--- src/rtl/apb_soc_pkg.sv ---
// Shared APB bus structs, width types and slot map, imported by every block of the subsystem
`default_nettype none

package apb_soc_pkg;

   // Byte address and data word of the peripheral APB
   typedef logic [15:0] apb_addr_t;
   typedef logic [31:0] apb_data_t;

   // PWM counter, period and compare values
   typedef logic [15:0] pwm_cnt_t;

   // Host to slave
   typedef struct packed {
      apb_addr_t paddr;
      logic      pwrite;
      apb_data_t pwdata;
      logic      psel;
      logic      penable;
   } apb_req_t;

   // Slave to host
   typedef struct packed {
      apb_data_t prdata;
      logic      pready;
      logic      pslverr;
   } apb_rsp_t;

   // One 4 KiB slot per peripheral, 0x3000 left unmapped
   localparam apb_addr_t GPIO_BASE = 16'h0000;
   localparam apb_addr_t PWM_BASE  = 16'h1000;
   localparam apb_addr_t CTRL_BASE = 16'h2000;

   // Value of the read-only identification register
   localparam apb_data_t SOC_ID = 32'h50C1_A7E3;

endpackage

`default_nettype wire

--- src/rtl/periph_bus_decode.sv ---
// APB slot decoder that routes host requests to GPIO, PWM and SoC control and muxes replies
`default_nettype none
`timescale 1ns/1ps

module periph_bus_decode (
   input  logic                  clk_i,
   input  logic                  rst_n_i,
   input  apb_soc_pkg::apb_req_t apb_req_i,
   output apb_soc_pkg::apb_rsp_t apb_rsp_o,
   output apb_soc_pkg::apb_req_t gpio_req_o,
   output apb_soc_pkg::apb_req_t pwm_req_o,
   output apb_soc_pkg::apb_req_t ctrl_req_o,
   input  apb_soc_pkg::apb_rsp_t gpio_rsp_i,
   input  apb_soc_pkg::apb_rsp_t pwm_rsp_i,
   input  apb_soc_pkg::apb_rsp_t ctrl_rsp_i
);

   import apb_soc_pkg::*;

   localparam logic [1:0] GPIO_SLOT = GPIO_BASE[13:12];
   localparam logic [1:0] PWM_SLOT  = PWM_BASE[13:12];
   localparam logic [1:0] CTRL_SLOT = CTRL_BASE[13:12];

   logic [1:0] slot;

   assign slot = apb_req_i.paddr[13:12];

   // Same request to every slave, only psel is steered
   always_comb begin
      gpio_req_o      = apb_req_i;
      pwm_req_o       = apb_req_i;
      ctrl_req_o      = apb_req_i;
      gpio_req_o.psel = apb_req_i.psel && (slot == GPIO_SLOT);
      pwm_req_o.psel  = apb_req_i.psel && (slot == PWM_SLOT);
      ctrl_req_o.psel = apb_req_i.psel && (slot == CTRL_SLOT);
   end

   always_comb begin
      case (slot)
         GPIO_SLOT: apb_rsp_o = gpio_rsp_i;
         PWM_SLOT:  apb_rsp_o = pwm_rsp_i;
         CTRL_SLOT: apb_rsp_o = ctrl_rsp_i;
         default: begin
            // Empty slot answers itself with an error
            apb_rsp_o.prdata  = '0;
            apb_rsp_o.pready  = 1'b1;
            apb_rsp_o.pslverr = apb_req_i.psel;
         end
      endcase
   end

   // Access phase only ever follows a select
   a_penable_psel: assert property (
      @(posedge clk_i) disable iff (!rst_n_i)
      apb_req_i.penable |-> apb_req_i.psel
   ) else $error("penable without psel");

   // Host holds the request until the slave completes it
   a_req_stable: assert property (
      @(posedge clk_i) disable iff (!rst_n_i)
      apb_req_i.psel && !(apb_req_i.penable && apb_rsp_o.pready) |=>
         apb_req_i.psel &&
         $stable(apb_req_i.paddr) &&
         $stable(apb_req_i.pwrite) &&
         $stable(apb_req_i.pwdata)
   ) else $error("APB request changed before pready");

endmodule

`default_nettype wire

--- src/rtl/apb_gpio.sv ---
// GPIO register block with direction, output, synchronized input and rising-edge interrupts
`default_nettype none
`timescale 1ns/1ps

module apb_gpio #(
   parameter int unsigned NUM_GPIO = 32
) (
   input  logic                  clk_i,
   input  logic                  rst_n_i,
   input  apb_soc_pkg::apb_req_t apb_req_i,
   output apb_soc_pkg::apb_rsp_t apb_rsp_o,
   input  logic [NUM_GPIO-1:0]   gpio_in_i,
   output logic [NUM_GPIO-1:0]   gpio_out_o,
   output logic [NUM_GPIO-1:0]   gpio_oe_o,
   output logic                  gpio_irq_o
);

   import apb_soc_pkg::*;

   localparam logic [11:0] OFF_DIR    = 12'h000;
   localparam logic [11:0] OFF_OUT    = 12'h004;
   localparam logic [11:0] OFF_IN     = 12'h008;
   localparam logic [11:0] OFF_STATUS = 12'h00C;
   localparam logic [11:0] OFF_MASK   = 12'h010;

   typedef logic [NUM_GPIO-1:0] gpio_vec_t;

   gpio_vec_t   dir_q;
   gpio_vec_t   out_q;
   gpio_vec_t   mask_q;
   gpio_vec_t   status_q;
   gpio_vec_t   sync1_q;
   gpio_vec_t   sync2_q;
   gpio_vec_t   prev_q;
   gpio_vec_t   rise;
   gpio_vec_t   wdata;
   logic [11:0] offset;
   logic        wr_en;
   logic        bad_addr;
   apb_data_t   rdata;

   assign offset = apb_req_i.paddr[11:0];
   assign wr_en  = apb_req_i.psel && apb_req_i.penable && apb_req_i.pwrite && !bad_addr;
   assign wdata  = apb_req_i.pwdata[NUM_GPIO-1:0];
   assign rise   = sync2_q & ~prev_q;

   always_comb begin
      rdata    = '0;
      bad_addr = 1'b0;
      case (offset)
         OFF_DIR:    rdata = apb_data_t'(dir_q);
         OFF_OUT:    rdata = apb_data_t'(out_q);
         OFF_IN:     rdata = apb_data_t'(sync2_q);
         OFF_STATUS: rdata = apb_data_t'(status_q);
         OFF_MASK:   rdata = apb_data_t'(mask_q);
         default:    bad_addr = 1'b1;
      endcase
   end

   always_ff @(posedge clk_i or negedge rst_n_i) begin
      if (!rst_n_i) begin
         dir_q    <= '0;
         out_q    <= '0;
         mask_q   <= '0;
         status_q <= '0;
         sync1_q  <= '0;
         sync2_q  <= '0;
         prev_q   <= '0;
      end else begin
         // Two-flop synchronizer, then edge detect on the clean value
         sync1_q <= gpio_in_i;
         sync2_q <= sync1_q;
         prev_q  <= sync2_q;
         if (wr_en && offset == OFF_DIR) dir_q <= wdata;
         if (wr_en && offset == OFF_OUT) out_q <= wdata;
         if (wr_en && offset == OFF_MASK) mask_q <= wdata;
         // New edges win over a clear in the same cycle
         if (wr_en && offset == OFF_STATUS) begin
            status_q <= (status_q & ~wdata) | rise;
         end else begin
            status_q <= status_q | rise;
         end
      end
   end

   assign gpio_oe_o  = dir_q;
   assign gpio_out_o = out_q;
   assign gpio_irq_o = |(status_q & mask_q);

   assign apb_rsp_o.prdata  = rdata;
   assign apb_rsp_o.pready  = 1'b1;
   assign apb_rsp_o.pslverr = apb_req_i.psel && bad_addr;

   a_err_with_ready: assert property (
      @(posedge clk_i) disable iff (!rst_n_i)
      apb_rsp_o.pslverr |-> apb_rsp_o.pready
   ) else $error("GPIO pslverr without pready");

endmodule

`default_nettype wire

--- src/rtl/apb_pwm_timer.sv ---
// PWM timer with one free-running period counter and a compare register per output channel
`default_nettype none
`timescale 1ns/1ps

module apb_pwm_timer #(
   parameter int unsigned NUM_CH = 4
) (
   input  logic                  clk_i,
   input  logic                  rst_n_i,
   input  apb_soc_pkg::apb_req_t apb_req_i,
   output apb_soc_pkg::apb_rsp_t apb_rsp_o,
   output logic [NUM_CH-1:0]     pwm_o,
   output logic                  pwm_evt_o
);

   import apb_soc_pkg::*;

   localparam logic [11:0] OFF_CTRL   = 12'h000;
   localparam logic [11:0] OFF_PERIOD = 12'h004;
   localparam logic [11:0] OFF_COUNT  = 12'h008;
   localparam logic [11:0] OFF_CMP    = 12'h010;

   logic                     enable_q;
   pwm_cnt_t                 period_q;
   pwm_cnt_t                 count_q;
   pwm_cnt_t [NUM_CH-1:0]    cmp_q;
   logic [11:0]              offset;
   logic [11:0]              cmp_off;
   logic [2:0]               cmp_idx;
   logic                     is_cmp;
   logic                     wr_en;
   logic                     bad_addr;
   apb_data_t                rdata;

   assign offset  = apb_req_i.paddr[11:0];
   assign cmp_off = offset - OFF_CMP;
   assign cmp_idx = cmp_off[4:2];
   // Word-aligned slot inside the channel window
   assign is_cmp  = (offset >= OFF_CMP) && (offset[1:0] == 2'b00) &&
                    (cmp_off[11:2] < 10'(NUM_CH));
   assign wr_en   = apb_req_i.psel && apb_req_i.penable && apb_req_i.pwrite && !bad_addr;

   always_comb begin
      rdata    = '0;
      bad_addr = 1'b0;
      if (is_cmp) begin
         rdata = apb_data_t'(cmp_q[cmp_idx]);
      end else begin
         case (offset)
            OFF_CTRL:   rdata = apb_data_t'(enable_q);
            OFF_PERIOD: rdata = apb_data_t'(period_q);
            OFF_COUNT:  rdata = apb_data_t'(count_q);
            default:    bad_addr = 1'b1;
         endcase
      end
   end

   always_ff @(posedge clk_i or negedge rst_n_i) begin
      if (!rst_n_i) begin
         enable_q <= 1'b0;
         period_q <= '0;
         count_q  <= '0;
         cmp_q    <= '0;
      end else begin
         if (wr_en && offset == OFF_CTRL) enable_q <= apb_req_i.pwdata[0];
         if (wr_en && offset == OFF_PERIOD) period_q <= apb_req_i.pwdata[15:0];
         for (int ch = 0; ch < NUM_CH; ch++) begin
            if (wr_en && is_cmp && cmp_idx == 3'(ch)) cmp_q[ch] <= apb_req_i.pwdata[15:0];
         end
         // Wrap also covers a period lowered below the running count
         if (!enable_q || count_q >= period_q) begin
            count_q <= '0;
         end else begin
            count_q <= count_q + 1'b1;
         end
      end
   end

   always_comb begin
      for (int ch = 0; ch < NUM_CH; ch++) begin
         pwm_o[ch] = enable_q && (count_q < cmp_q[ch]);
      end
   end

   assign pwm_evt_o = enable_q && (count_q == period_q);

   assign apb_rsp_o.prdata  = rdata;
   assign apb_rsp_o.pready  = 1'b1;
   assign apb_rsp_o.pslverr = apb_req_i.psel && bad_addr;

   a_count_in_period: assert property (
      @(posedge clk_i) disable iff (!rst_n_i)
      enable_q && $stable(period_q) |-> count_q <= period_q
   ) else $error("PWM counter beyond period");

endmodule

`default_nettype wire

--- src/rtl/apb_soc_control.sv ---
// SoC control registers for cluster reset, fetch enable, boot mode, scratch and chip ID
`default_nettype none
`timescale 1ns/1ps

module apb_soc_control (
   input  logic                  clk_i,
   input  logic                  rst_n_i,
   input  apb_soc_pkg::apb_req_t apb_req_i,
   output apb_soc_pkg::apb_rsp_t apb_rsp_o,
   output logic                  cluster_rstn_o,
   output logic                  cluster_fetch_en_o,
   output logic                  cluster_sa_boot_o
);

   import apb_soc_pkg::*;

   localparam logic [11:0] OFF_CLUSTER = 12'h000;
   localparam logic [11:0] OFF_SCRATCH = 12'h004;
   localparam logic [11:0] OFF_ID      = 12'h008;

   logic [2:0]  cluster_q;
   apb_data_t   scratch_q;
   logic [11:0] offset;
   logic        access;
   logic        wr_en;
   logic        bad_addr;
   apb_data_t   rdata;

   assign offset = apb_req_i.paddr[11:0];
   assign access = apb_req_i.psel && apb_req_i.penable;
   assign wr_en  = access && apb_req_i.pwrite && !bad_addr;

   always_comb begin
      rdata    = '0;
      bad_addr = 1'b0;
      case (offset)
         OFF_CLUSTER: rdata = apb_data_t'(cluster_q);
         OFF_SCRATCH: rdata = scratch_q;
         OFF_ID: begin
            rdata    = apb_req_i.pwrite ? '0 : SOC_ID;
            bad_addr = apb_req_i.pwrite;
         end
         default: bad_addr = 1'b1;
      endcase
   end

   always_ff @(posedge clk_i or negedge rst_n_i) begin
      if (!rst_n_i) begin
         cluster_q <= '0;
         scratch_q <= '0;
      end else begin
         if (wr_en && offset == OFF_CLUSTER) cluster_q <= apb_req_i.pwdata[2:0];
         if (wr_en && offset == OFF_SCRATCH) scratch_q <= apb_req_i.pwdata;
      end
   end

   // No fetch while the cluster is held in reset
   assign cluster_rstn_o     = cluster_q[0];
   assign cluster_fetch_en_o = cluster_q[1] && cluster_q[0];
   assign cluster_sa_boot_o  = cluster_q[2];

   assign apb_rsp_o.prdata  = rdata;
   assign apb_rsp_o.pready  = 1'b1;
   assign apb_rsp_o.pslverr = apb_req_i.psel && bad_addr;

   a_fetch_needs_rstn: assert property (
      @(posedge clk_i) disable iff (!rst_n_i)
      cluster_fetch_en_o |-> cluster_rstn_o
   ) else $error("fetch enable while cluster in reset");

endmodule

`default_nettype wire

--- src/rtl/apb_subsystem.sv ---
// Top of the APB peripheral subsystem, wiring the slot decoder to GPIO, PWM and SoC control
`default_nettype none
`timescale 1ns/1ps

module apb_subsystem #(
   parameter int unsigned NUM_GPIO = 32,
   parameter int unsigned NUM_CH   = 4
) (
   input  logic                  clk_i,
   input  logic                  rst_n_i,
   input  apb_soc_pkg::apb_req_t apb_req_i,
   output apb_soc_pkg::apb_rsp_t apb_rsp_o,

   input  logic [NUM_GPIO-1:0]   gpio_in_i,
   output logic [NUM_GPIO-1:0]   gpio_out_o,
   output logic [NUM_GPIO-1:0]   gpio_oe_o,
   output logic                  gpio_irq_o,

   output logic [NUM_CH-1:0]     pwm_o,
   output logic                  pwm_evt_o,

   output logic                  cluster_rstn_o,
   output logic                  cluster_fetch_en_o,
   output logic                  cluster_sa_boot_o
);

   import apb_soc_pkg::*;

   apb_req_t gpio_req;
   apb_req_t pwm_req;
   apb_req_t ctrl_req;
   apb_rsp_t gpio_rsp;
   apb_rsp_t pwm_rsp;
   apb_rsp_t ctrl_rsp;

   periph_bus_decode i_periph_bus_decode (
      .clk_i      ( clk_i     ),
      .rst_n_i    ( rst_n_i   ),
      .apb_req_i  ( apb_req_i ),
      .apb_rsp_o  ( apb_rsp_o ),
      .gpio_req_o ( gpio_req  ),
      .pwm_req_o  ( pwm_req   ),
      .ctrl_req_o ( ctrl_req  ),
      .gpio_rsp_i ( gpio_rsp  ),
      .pwm_rsp_i  ( pwm_rsp   ),
      .ctrl_rsp_i ( ctrl_rsp  )
   );

   apb_gpio #(
      .NUM_GPIO ( NUM_GPIO )
   ) i_apb_gpio (
      .clk_i      ( clk_i      ),
      .rst_n_i    ( rst_n_i    ),
      .apb_req_i  ( gpio_req   ),
      .apb_rsp_o  ( gpio_rsp   ),
      .gpio_in_i  ( gpio_in_i  ),
      .gpio_out_o ( gpio_out_o ),
      .gpio_oe_o  ( gpio_oe_o  ),
      .gpio_irq_o ( gpio_irq_o )
   );

   apb_pwm_timer #(
      .NUM_CH ( NUM_CH )
   ) i_apb_pwm_timer (
      .clk_i     ( clk_i     ),
      .rst_n_i   ( rst_n_i   ),
      .apb_req_i ( pwm_req   ),
      .apb_rsp_o ( pwm_rsp   ),
      .pwm_o     ( pwm_o     ),
      .pwm_evt_o ( pwm_evt_o )
   );

   apb_soc_control i_apb_soc_control (
      .clk_i              ( clk_i              ),
      .rst_n_i            ( rst_n_i            ),
      .apb_req_i          ( ctrl_req           ),
      .apb_rsp_o          ( ctrl_rsp           ),
      .cluster_rstn_o     ( cluster_rstn_o     ),
      .cluster_fetch_en_o ( cluster_fetch_en_o ),
      .cluster_sa_boot_o  ( cluster_sa_boot_o  )
   );

endmodule

`default_nettype wire

--- config.mk ---
export PLATFORM = sky130hd
export DESIGN_NAME = apb_subsystem
export DESIGN_NICKNAME = d
export VERILOG_FILES = /design/src/rtl/apb_soc_pkg.sv /design/src/rtl/periph_bus_decode.sv /design/src/rtl/apb_gpio.sv /design/src/rtl/apb_pwm_timer.sv /design/src/rtl/apb_soc_control.sv /design/src/rtl/apb_subsystem.sv
export SDC_FILE = /design/constraint.sdc
export NUM_CORES = 1
export LEC_CHECK = 0
export BUFFER_PORTS_ARGS = -buffer_cell sky130_fd_sc_hd__buf_2
export CAP_MARGIN = 10
export CORE_ASPECT_RATIO = 1.75
export CORE_MARGIN = 4
export CORE_UTILIZATION = 50
export CTS_CLUSTER_DIAMETER = 100
export DETAILED_ROUTE_END_ITERATION = 8
export PLACE_DENSITY = 0.74
export SLEW_MARGIN = 20
export SYNTH_ARGS = -nofsm -noshare
export SYNTH_HDL_FRONTEND = slang
export SYNTH_SLANG_ARGS = --single-unit
--- constraint.sdc ---
create_clock -name clk_i -period 4.8 [get_ports clk_i]
set_clock_uncertainty 0.1 [all_clocks]
set_input_delay 1.2 -clock clk_i [delete_from_list [all_inputs] [get_ports clk_i]]
set_output_delay 1.2 -clock clk_i [all_outputs]
set_load 0.02 [all_outputs]
* After elaboration in Yosys (flattened, before gate mapping)
Index checks and enable logic that the tools add are counted.
** Storage, ports and cells
- Bits in registers :: 356
- Bits of input ports :: 85
** Operators by class
- Muxes and demuxes :: 14
- Reductions and logical operators :: 48
- Bitwise operators :: 7
- $lt $le $gt $ge :: 8
- Add/subtract/negate cells :: 2
- Equality and inequality tests :: 10
** Operator list (count)
- $pmux W32 S5 :: 1
- $pmux W34 S3 :: 1
- $and A32 B32 Y32 :: 3
- $pmux W32 S3 :: 1
- $lt A16 B16 Y1 :: 4
- $mux W32 :: 2
- $not A32 Y32 :: 2
- $or A32 B32 Y32 :: 2
- $pmux W16 S3 :: 1
- $logic_and A1 B1 Y1 :: 36
- $bmux W16 S2 :: 1
- $mux W16 :: 2
- $reduce_or A32 Y1 :: 1
- $mux W31 :: 1
- $eq A12 B4 Y1 const B :: 2
- $add A16 B1 Y16 const B :: 1
- $eq A16 B16 Y1 :: 1
- $ge A16 B16 Y1 :: 1
- $eq A12 B3 Y1 const B :: 1
- $eq A12 B5 Y1 const B :: 1
- $ge A12 B5 Y1 const B :: 1
- $logic_not A12 Y1 :: 1
- $sub A12 B5 Y12 const B :: 1
- $lt A10 B3 Y1 const B :: 1
- 14 further kinds :: 20

* Longest topological paths before layout
Gate-level depths: netlist of the first run.
- Word-level depth :: 8
- Depth in mapped cells :: 8

* Cells and area by module
From an unflattened synthesis of the first run, not the netlist that was laid out.
** Unflattened totals
- Cells, all modules :: 1577
- Area, all modules :: 19199.7 µm²
** Modules (own cells, without submodules)
- apb_gpio :: area an instance 8730.9 µm², times used 1, cells an instance 574
- apb_pwm_timer :: area an instance 6700.2 µm², times used 1, cells an instance 617
- periph_bus_decode :: area an instance 1954.4 µm², times used 1, cells an instance 234
- apb_soc_control :: area an instance 1814.2 µm², times used 1, cells an instance 152

* Least setup slack after synthesis of the first run
No wires, ideal clock.
- Path kind :: input port to output port
- From :: in apb_req_i[41] in the netlist's numbering
- To :: out apb_rsp_o[20] in the netlist's numbering
- Stages :: 7
- Required time :: 3500 ps
- Path buffers :: 2
- Arrival :: 3406 ps
- Setup slack :: 94 ps
- Path through :: or4_4 -> or3_1 -> clkbuf_1 -> nor2_1 -> buf_2 -> a221oi_1 -> a221oi_1
** RTL lines
- start, declared :: RTL line apb_subsystem.sv:11 : input apb_soc_pkg::apb_req_t apb_req_i,
- end, declared :: RTL line apb_subsystem.sv:12 : output apb_soc_pkg::apb_rsp_t apb_rsp_o,

==> results of run 1 <==
-- layout by cell type, fill, tap and decap left out, types with 6 or more instances in the layout --
cell	n
a21oi_1	31
a221oi_1	24
a22o_1	34
a22oi_1	44
and3_1	6
and4_1	6
buf_12	8
buf_2	186
buf_4	54
bufinv_16	9
clkbuf_16	35
clkinvlp_4	6
dfrtp_1	356
ha_1	77
inv_1	111
mux2_2	178
mux4_2	34
nand2_1	164
nand2b_1	18
nand3_1	11
nand4_1	18
nor2_1	15
nor2b_1	12
nor3_1	19
o21a_1	6
o21ai_0	87
o221ai_1	16
xor2_1	9
-- final timing paths --
path                       slack, ns  cells past startpoint                           to
setup / recovery                0.09                      8                apb_rsp_o[23]
hold / removal                  0.25                      0       i_apb_gpio.sync2_q[16]
setup reg to reg                2.32                      8  i_apb_pwm_timer.count_q[10]
hold reg to reg                 0.25                      0       i_apb_gpio.sync2_q[16]
max in group asynchronous       2.98                      3     i_apb_gpio.gpio_out_o[8]
min in group asynchronous       0.61                      1        i_apb_gpio.prev_q[20]
-- state kept, by name, indices dropped and copies added (netlist names) --
name	count
i_apb_pwm_timer.cmp_q	64
i_apb_gpio.gpio_oe_o	32
i_apb_gpio.gpio_out_o	32
i_apb_gpio.mask_q	32
i_apb_gpio.prev_q	32
i_apb_gpio.status_q	32
i_apb_gpio.sync1_q	32
i_apb_gpio.sync2_q	32
i_apb_soc_control.scratch_q	32
i_apb_pwm_timer.count_q	16
i_apb_pwm_timer.period_q	16
i_apb_soc_control.cluster_q	3
i_apb_pwm_timer.enable_q	1
-- metal layers --
metal | up-vias | GRT usage [%] | share of wire, %
li1 | 5586 | - | -
met1 | 6389 | 30.7 | 36
met5 | - | 0 | 0
met3 | 175 | 2.89 | 4.6
met2 | 478 | 46.3 | 52
met4 | 0 | 17.4 | 7.6
-- logic make-up (layout without fill, tap and decap cells) --
family                   after synthesis  after routing  share of synthesized area (%)
AO/OA/AOI/OAI                        277            277                           11.1
XOR/XNOR                              14             14                          0.720
adder cells (fa/ha/maj)               77             77                           5.66
buffers and inverters                205            421                           4.74
flip-flops                           356            356                           52.3
multiplexers                         218            218                           16.6
other                                  1              1                         0.0220
AND/OR/NAND/NOR                      305            305                           8.78
-- final cells by class --
cell class	instances	area, um^2
clock buffers	40	915
clock inverters	21	357
fillers	2714	13600
inverters	111	417
multi-input cells	892	7350
flip-flops and latches	356	8910
well taps	455	569
repair buffers	249	1510
-- power by group through the flow --
stage / Combinational (mW) / Sequential (mW) / Clock [mW]
after floorplan: 0.131 / 3.11 / 0
after global placement: 0.303 / 3.12 / 0
after detailed placement: 0.307 / 3.12 / 0
after CTS: 0.310 / 3.06 / 3.10
after global routing: 0.337 / 3.06 / 3.21
final: 0.309 / 3.06 / 3.06
==> results.toml, run 1 <==
[setup_path]
required_ns = 3.50
crit_start = "apb_req_i[41]"
max_stage_delay_ns = 0.57
path_cells = "buf_2 > or4_4 > or3_1 > nor2_2 > buf_12 > a221oi_1 > a221oi_1 > buf_2"
worst-setup-path-type = "in2out"
critPathTopFamily = "simple AND/OR/NAND/NOR gates"
critPathBufInv = 3
arrival_ns = 3.41
end_kind = "output pin"
start_kind = "primary input"
slowest_stage = "or4_4"
reg2reg_from = "i_apb_pwm_timer.count_q[7]"
worst-path-max-fanout = 32

[logic_synthesis]
yosysTopAreaCell = "dfrtp_1"
synth-edff-count = 0
yosysUniqueCellTypes = 60
synth_area_leaders = "dfrtp_1, mux2_2, ha_1, mux4_2, nand2_1"
async_reset_ff_share_pct = 100
synth_area_um2 = 17000
synth_top_cells_by_count = "dfrtp_1, mux2_2, nand2_1, inv_1, o21ai_0"
synth.most_common_cell = "dfrtp_1"
syn_nets = 1615
ys_warn_count = 0
synth-seq-area-share_pct = 52.3
synthFlopType = "dfrtp_1"
synth-seq-cells = 356
avgSynthCellArea_um2 = 11.7
yosysTopAreaCellShare_pct = 52.3
synth_cells = 1453

[detailed_routing]
num_vias = 12600
first_pass_iters = 7
drtAntennaViolNets = 0
wl_per_cell_um = 23.0
drt_iter0_drc = 826
detail_route.vias_per_cell = 5.95
routed_wl_um = 48900
drcViolationCount = 0

[power_and_ir_drop]
ir_drop_uv = 227
power_mw = 6.43
p_clk_share_pct = 47.6
seqPwrFrac_pct = 47.6
p_comb_share_pct = 4.8
power.density_nw_per_um2 = 321
internal_power_mw = 5.01
leakage_nw = 9.75
p_switching_mw = 1.42
swShare_pct = 22.1

[cells_and_area]
fin_util_pct = 59.5
drive_gt1_share_pct = 31.8
diodes = 0
fin_cells = 2124
design_area_um2 = 20000
nNetsFinal = 1806
syn_to_final_growth_pct = 17.6

[floorplan]
die_w_um = 147
dieArea_um2 = 37200
start_util_pct = 50.6
ioPinCount = 192
die_h_um = 252
core_um2 = 33600
rows = 89

[cts]
ctsHtreeMaxLevel = 2
clk_pin_slew_worst_paths_ns = 0.07
numCtsBuffers = 34
cts.path.max_buffers = 3
cts_sinks = 356
cts_hold_buf = 0
cts_tree = "built"
post-cts-setup-buffer-count = 0
root_buffer = "clkbuf_16"
cts.repair.resized = 0
clkLatencyLatePin_ns = 0.53

[job]
max-cap-violations = 0

[placed_design]
place_area_um2 = 18700
dp.cells = 2062
dp_hpwl_um = 35200
globalplace.congestion = 0.950
numPortBuffers = 188
pre_cts_ws_ns = 0.116

[min_path]
hp-class = "reg2reg"
hold_start = "i_apb_gpio.sync1_q[16]"

[timing]
hold_ws_ns = 0.246
finalSetupViolCount = 0
fin_ws_ns = 0.0874
fin_crit_sh_pct = 98.2
fin_crit_ns = 4.71
clock.fmax_ghz = 0.212
worst_pin_slew_ns = 0.923
slew_violations = 0
rsz0062_at_grt = "false"
hold_viol = 0
maxSlewHeadroom_pct = 38.4
fin_setup_tns_ns = 0

[global_route]
grt_usage_pct = 26.5
first_global_vias = 13500
grt_pass1_wl_um = 76300
grt_max_degree = 115
gr-total-overflow = 0
antenna_found_initial = 0

[run_status]
status = "finished clean"
Note: power is estimated with default switching activity, not from simulation.
==> inputs of run 2 (changes only) <==
Settings changed: RECOVER_POWER set to 25.
==> results.toml, run 2 (synthesis gave the netlist of run 1 again) <==
[timing]
fin_crit_sh_pct = 98.3
hold_ws_ns = 0.246
hold_viol = 0
clock.fmax_ghz = 0.212
fin_crit_ns = 4.72
finalSetupViolCount = 0
slew_violations = 113
worst_pin_slew_ns = 2.95
maxSlewHeadroom_pct = -96.9
fin_setup_tns_ns = 0
rsz0062_at_grt = "false"

[cells_and_area]
syn_to_final_growth_pct = 17.5
mostFrequentLayoutCells = "dfrtp_1, buf_2, mux2_2"
largest_reg_flops = 64
diodes = 0
fin_util_pct = 59.5
nNetsFinal = 1806
final_common_cell = "dfrtp_1"
drive_gt1_share_pct = 31.5
regMostFlops = "i_apb_pwm_timer.cmp_q"

[detailed_routing]
num_vias = 12600
routed_wl_um = 48900
drcViolationCount = 0
first_pass_iters = 7
drt_iter0_drc = 827
detail_route.vias_per_cell = 5.95
wl_per_cell_um = 23.0
drtAntennaViolNets = 0

[cts]
clk_pin_slew_worst_paths_ns = 0.07
cts.path.max_buffers = 3
cts.repair.resized = 0
root_buffer = "clkbuf_16"
cts_tree = "built"
numCtsBuffers = 34
cts_hold_buf = 0
cts_sinks = 356
post-cts-setup-buffer-count = 0
clkLatencyLatePin_ns = 0.53
ctsHtreeMaxLevel = 2

[global_route]
grt.busiest_layer = "met2"
grt_use_met3_pct = 2.89
grt_pass1_wl_um = 76300
first_global_vias = 13500
antenna_found_initial = 0
grt_use_met2_pct = 46.3
grt_max_degree = 115
gr-total-overflow = 0
grt_usage_pct = 26.5
met1_usage_pct = 30.7

[power_and_ir_drop]
power_mw = 6.43
p_clk_share_pct = 47.6
p_switching_mw = 1.42
swShare_pct = 22.1
leakage_nw = 9.73
ir_drop_uv = 227
power.density_nw_per_um2 = 321
internal_power_mw = 5.01
p_comb_share_pct = 4.8
seqPwrFrac_pct = 47.6

[floorplan]
die_w_um = 147
core_um2 = 33600
start_util_pct = 50.6
dieArea_um2 = 37200
rows = 89
die_h_um = 252
ioPinCount = 192

[setup_path]
worst-path-max-fanout = 32
end_kind = "output pin"
required_ns = 3.50
arrival_ns = 3.42
worst-setup-path-type = "in2out"
start_kind = "primary input"

[placed_design]
dp_hpwl_um = 35200
globalplace.congestion = 0.950
numPortBuffers = 188

[run_status]
failed_checks = "capacitance limit, slew limit"
status = "finished, violations left"

[min_path]
hp-class = "reg2reg"

[job]
max-cap-violations = 1
[run 2: layout make-up]
cell class              instances  area, um^2
clock buffers                  40         915
well taps                     455         569
clock inverters                21         357
flip-flops and latches        356        8910
inverters                     111         417
repair buffers                249        1500
multi-input cells             892        7350
fillers                      2717       13600
[run 2: worst paths after layout]
check	start	to	slack (ns)	cells after the start
setup reg to reg	i_apb_pwm_timer.count_q[7]	i_apb_pwm_timer.count_q[10]	2.32	8
hold / removal	i_apb_gpio.sync1_q[16]	i_apb_gpio.sync2_q[16]	0.25	0
hold reg to reg	i_apb_gpio.sync1_q[16]	i_apb_gpio.sync2_q[16]	0.25	0
setup / recovery	apb_req_i[41]	apb_rsp_o[23]	0.08	8
max in group asynchronous	rst_n_i	i_apb_gpio.prev_q[9]	1.35	1
min in group asynchronous	rst_n_i	i_apb_gpio.prev_q[26]	1.47	1
[run 2: per-stage QoR]
| stage | instances | cell area [um^2] | worst slack, ns |
|---|---|---|---|
| after floorplan | 1453 | 17000 | 0.0941 |
| after global placement | 2062 | 18700 | 0.0993 |
| after detailed placement | 2062 | 18700 | 0.116 |
| final | 2124 | 20000 | 0.0822 |
| after global routing | 2124 | 20000 | 0.0122 |
| after CTS | 2123 | 20000 | 0.103 |
[run 2: power by group through the flow]
stage / sequential [mW] / combinational (mW) / clock (mW)
2_1_floorplan: 3.11 / 0.131 / 0
3_3_place_gp: 3.12 / 0.303 / 0
3_5_place_dp: 3.12 / 0.307 / 0
4_1_cts: 3.06 / 0.310 / 3.10
5_1_grt: 3.06 / 0.336 / 3.21
6_report: 3.06 / 0.308 / 3.06
[run 2: layer usage]
layer  part of all wire [%]  wire length, um
met5                      0                0
met4                    7.6             3700
met3                    4.6             2260
met2                     52            25300
met1                     36            17700
[run 2: worst max-delay path, cell delays in order]
cell and delay [ns]:
buf_2 0.09, or4_4 0.57, or3_1 0.40, nor2_2 0.17, buf_12 0.22, a221oi_1 0.12, a221oi_1 0.38, buf_2 0.24
==> inputs of run 3 (changes only) <==
Settings changed: PLACE_DENSITY 0.74 to 0.77.
Clock period 4.8 ns to 4.2 ns, I/O delays scaled along.
==> results.toml, run 3 (synthesis gave the netlist of run 1 again) <==
[timing]
maxSlewHeadroom_pct = -128
hold_ws_ns = 0.245
fin_crit_sh_pct = 101
fin_crit_ns = 4.22
worst_pin_slew_ns = 3.42
fin_setup_tns_ns = -0.170
clock.fmax_ghz = 0.237
hold_viol = 0
rsz0062_at_grt = "true"
finalSetupViolCount = 13
slew_violations = 55
fin_ws_ns = -0.0248

[cts]
numCtsBuffers = 31
clkLatencyLatePin_ns = 0.58
cts_sinks = 356
cts.path.max_buffers = 3
ctsHtreeMaxLevel = 1
cts_tree = "built"
root_buffer = "clkbuf_16"
clk_pin_slew_worst_paths_ns = 0.06

[run_status]
status = "finished, violations left"
failed_checks = "capacitance limit, slew limit, setup timing"

[floorplan]
rows = 89
core_um2 = 33600
die_h_um = 252
start_util_pct = 50.6
ioPinCount = 192
die_w_um = 147
dieArea_um2 = 37200

[detailed_routing]
num_vias = 13000
wl_per_cell_um = 23.8
first_pass_iters = 8
drtAntennaViolNets = 0
routed_wl_um = 50900
drcViolationCount = 0
detail_route.vias_per_cell = 6.05
drt_iter0_drc = 991

[global_route]
gr-total-overflow = 0
antenna_found_initial = 2
grt_usage_pct = 26.8
first_global_vias = 13600
grt_pass1_wl_um = 77200
grt_max_degree = 82

[setup_path]
reg2reg_from = "i_apb_pwm_timer.count_q[7]"
worst-setup-path-type = "in2out"
cp_common_cell = "buf_4"
slowest_stage = "or4_4"
critPathCapture = "apb_rsp_o[20]"
path_cells = "buf_2 > or4_4 > nor4_4 > buf_4 > buf_6 > buf_12 > a221oi_1 > a221oi_2 > buf_4"
worst-path-max-fanout = 16
r2r_cells = 8
critPathTopFamily = "simple AND/OR/NAND/NOR gates"
start_kind = "primary input"
required_ns = 3.05
max_stage_delay_ns = 0.52
worstReg2RegEnd = "i_apb_pwm_timer.count_q[6]"
r2r_slack_ns = 1.53
arrival_ns = 3.07
path_depth = 9
critPathBufInv = 5
crit_start = "apb_req_i[43]"
end_kind = "output pin"

[cells_and_area]
final_common_cell = "dfrtp_1"
diodes = 0
syn_to_final_growth_pct = 20.6
drive_gt1_share_pct = 34.9
largest_reg_flops = 64
regMostFlops = "i_apb_pwm_timer.cmp_q"
nNetsFinal = 1829
nFillCells = 2553
mostFrequentLayoutCells = "dfrtp_1, mux2_2, nand2_1"

[power_and_ir_drop]
seqPwrFrac_pct = 52.1
p_switching_mw = 1.52
ir_drop_uv = 343
swShare_pct = 22.7
power.density_nw_per_um2 = 327
internal_power_mw = 5.19
leakage_nw = 9.92
p_clk_share_pct = 42.2
p_comb_share_pct = 5.7

[job]
max-cap-violations = 1

[placed_design]
globalplace.congestion = 0.918
dp_hpwl_um = 36200
numPortBuffers = 188

[min_path]
hp-class = "reg2reg"
hold_depth = 0
[run 3: how the worst min path moves through the flow]
stage                              to                    from
2_1_floorplan   i_apb_gpio.sync2_q[0]   i_apb_gpio.sync1_q[0]
3_3_place_gp   i_apb_gpio.sync2_q[28]  i_apb_gpio.sync1_q[28]
3_5_place_dp   i_apb_gpio.sync2_q[23]  i_apb_gpio.sync1_q[23]
4_1_cts        i_apb_gpio.sync2_q[23]  i_apb_gpio.sync1_q[23]
5_1_grt        i_apb_gpio.sync2_q[20]  i_apb_gpio.sync1_q[20]
6_report       i_apb_gpio.sync2_q[20]  i_apb_gpio.sync1_q[20]
[run 3: layout make-up]
class	instances	area (um^2)	share of cell area [%]
clock buffers	43	851	4.15
clock inverters	10	128	0.622
inverters	111	417	2.03
multi-input cells	892	7720	37.6
flip-flops and latches	356	8910	43.4
well taps	455	569	2.77
repair buffers	275	1920	9.38
[run 3: worst reg2reg max path: stages, from the launching register on]
cell,delay [ns]
dfrtp_1,0.48
buf_4,0.22
ha_1,0.34
nand4_1,0.13
nor4_1,0.39
nor3b_1,0.10
o211ai_1,0.35
buf_2,0.33
nor3_1,0.08
[run 3: power by group through the flow]
stage	Clock [mW]	Combinational (mW)	Sequential (mW)
6_report	2.84	0.380	3.50
5_1_grt	3.01	0.409	3.50
4_1_cts	2.86	0.374	3.50
3_5_place_dp	0	0.366	3.56
3_3_place_gp	0	0.360	3.56
2_1_floorplan	0	0.155	3.55
[run 3: per-stage QoR]
step	std cells	cell area, um^2	setup WS, ns	power, mW	util, %
floorplan	1453	17100	0.0118	3.71	-
global placement	2081	19000	-0.134	3.92	56.5
detailed placement	2081	19000	-0.152	3.93	56.5
CTS	2139	20200	-0.0311	6.74	60.2
global route	2142	20500	-0.0940	6.92	61.0
finish	2142	20500	-0.0248	6.72	61.0
[run 3: what timing repair did]
action                                  4_1_cts  5_1_grt
pin swaps                                    11       16
buffers inserted                              3        4
hold buffers                                  0        0
endpoints found under the setup margin       33       34
resized for setup                            42       70
gates cloned                                  2        2
[run 3: per-layer routing]
metal	up-vias	part of all wire, %	GRT usage, %
met5	-	0.049	0
met4	4	7.7	17.8
met3	216	5.4	3.05
met2	567	53	48.3
li1	5636	-	-
met1	6546	34	29.8
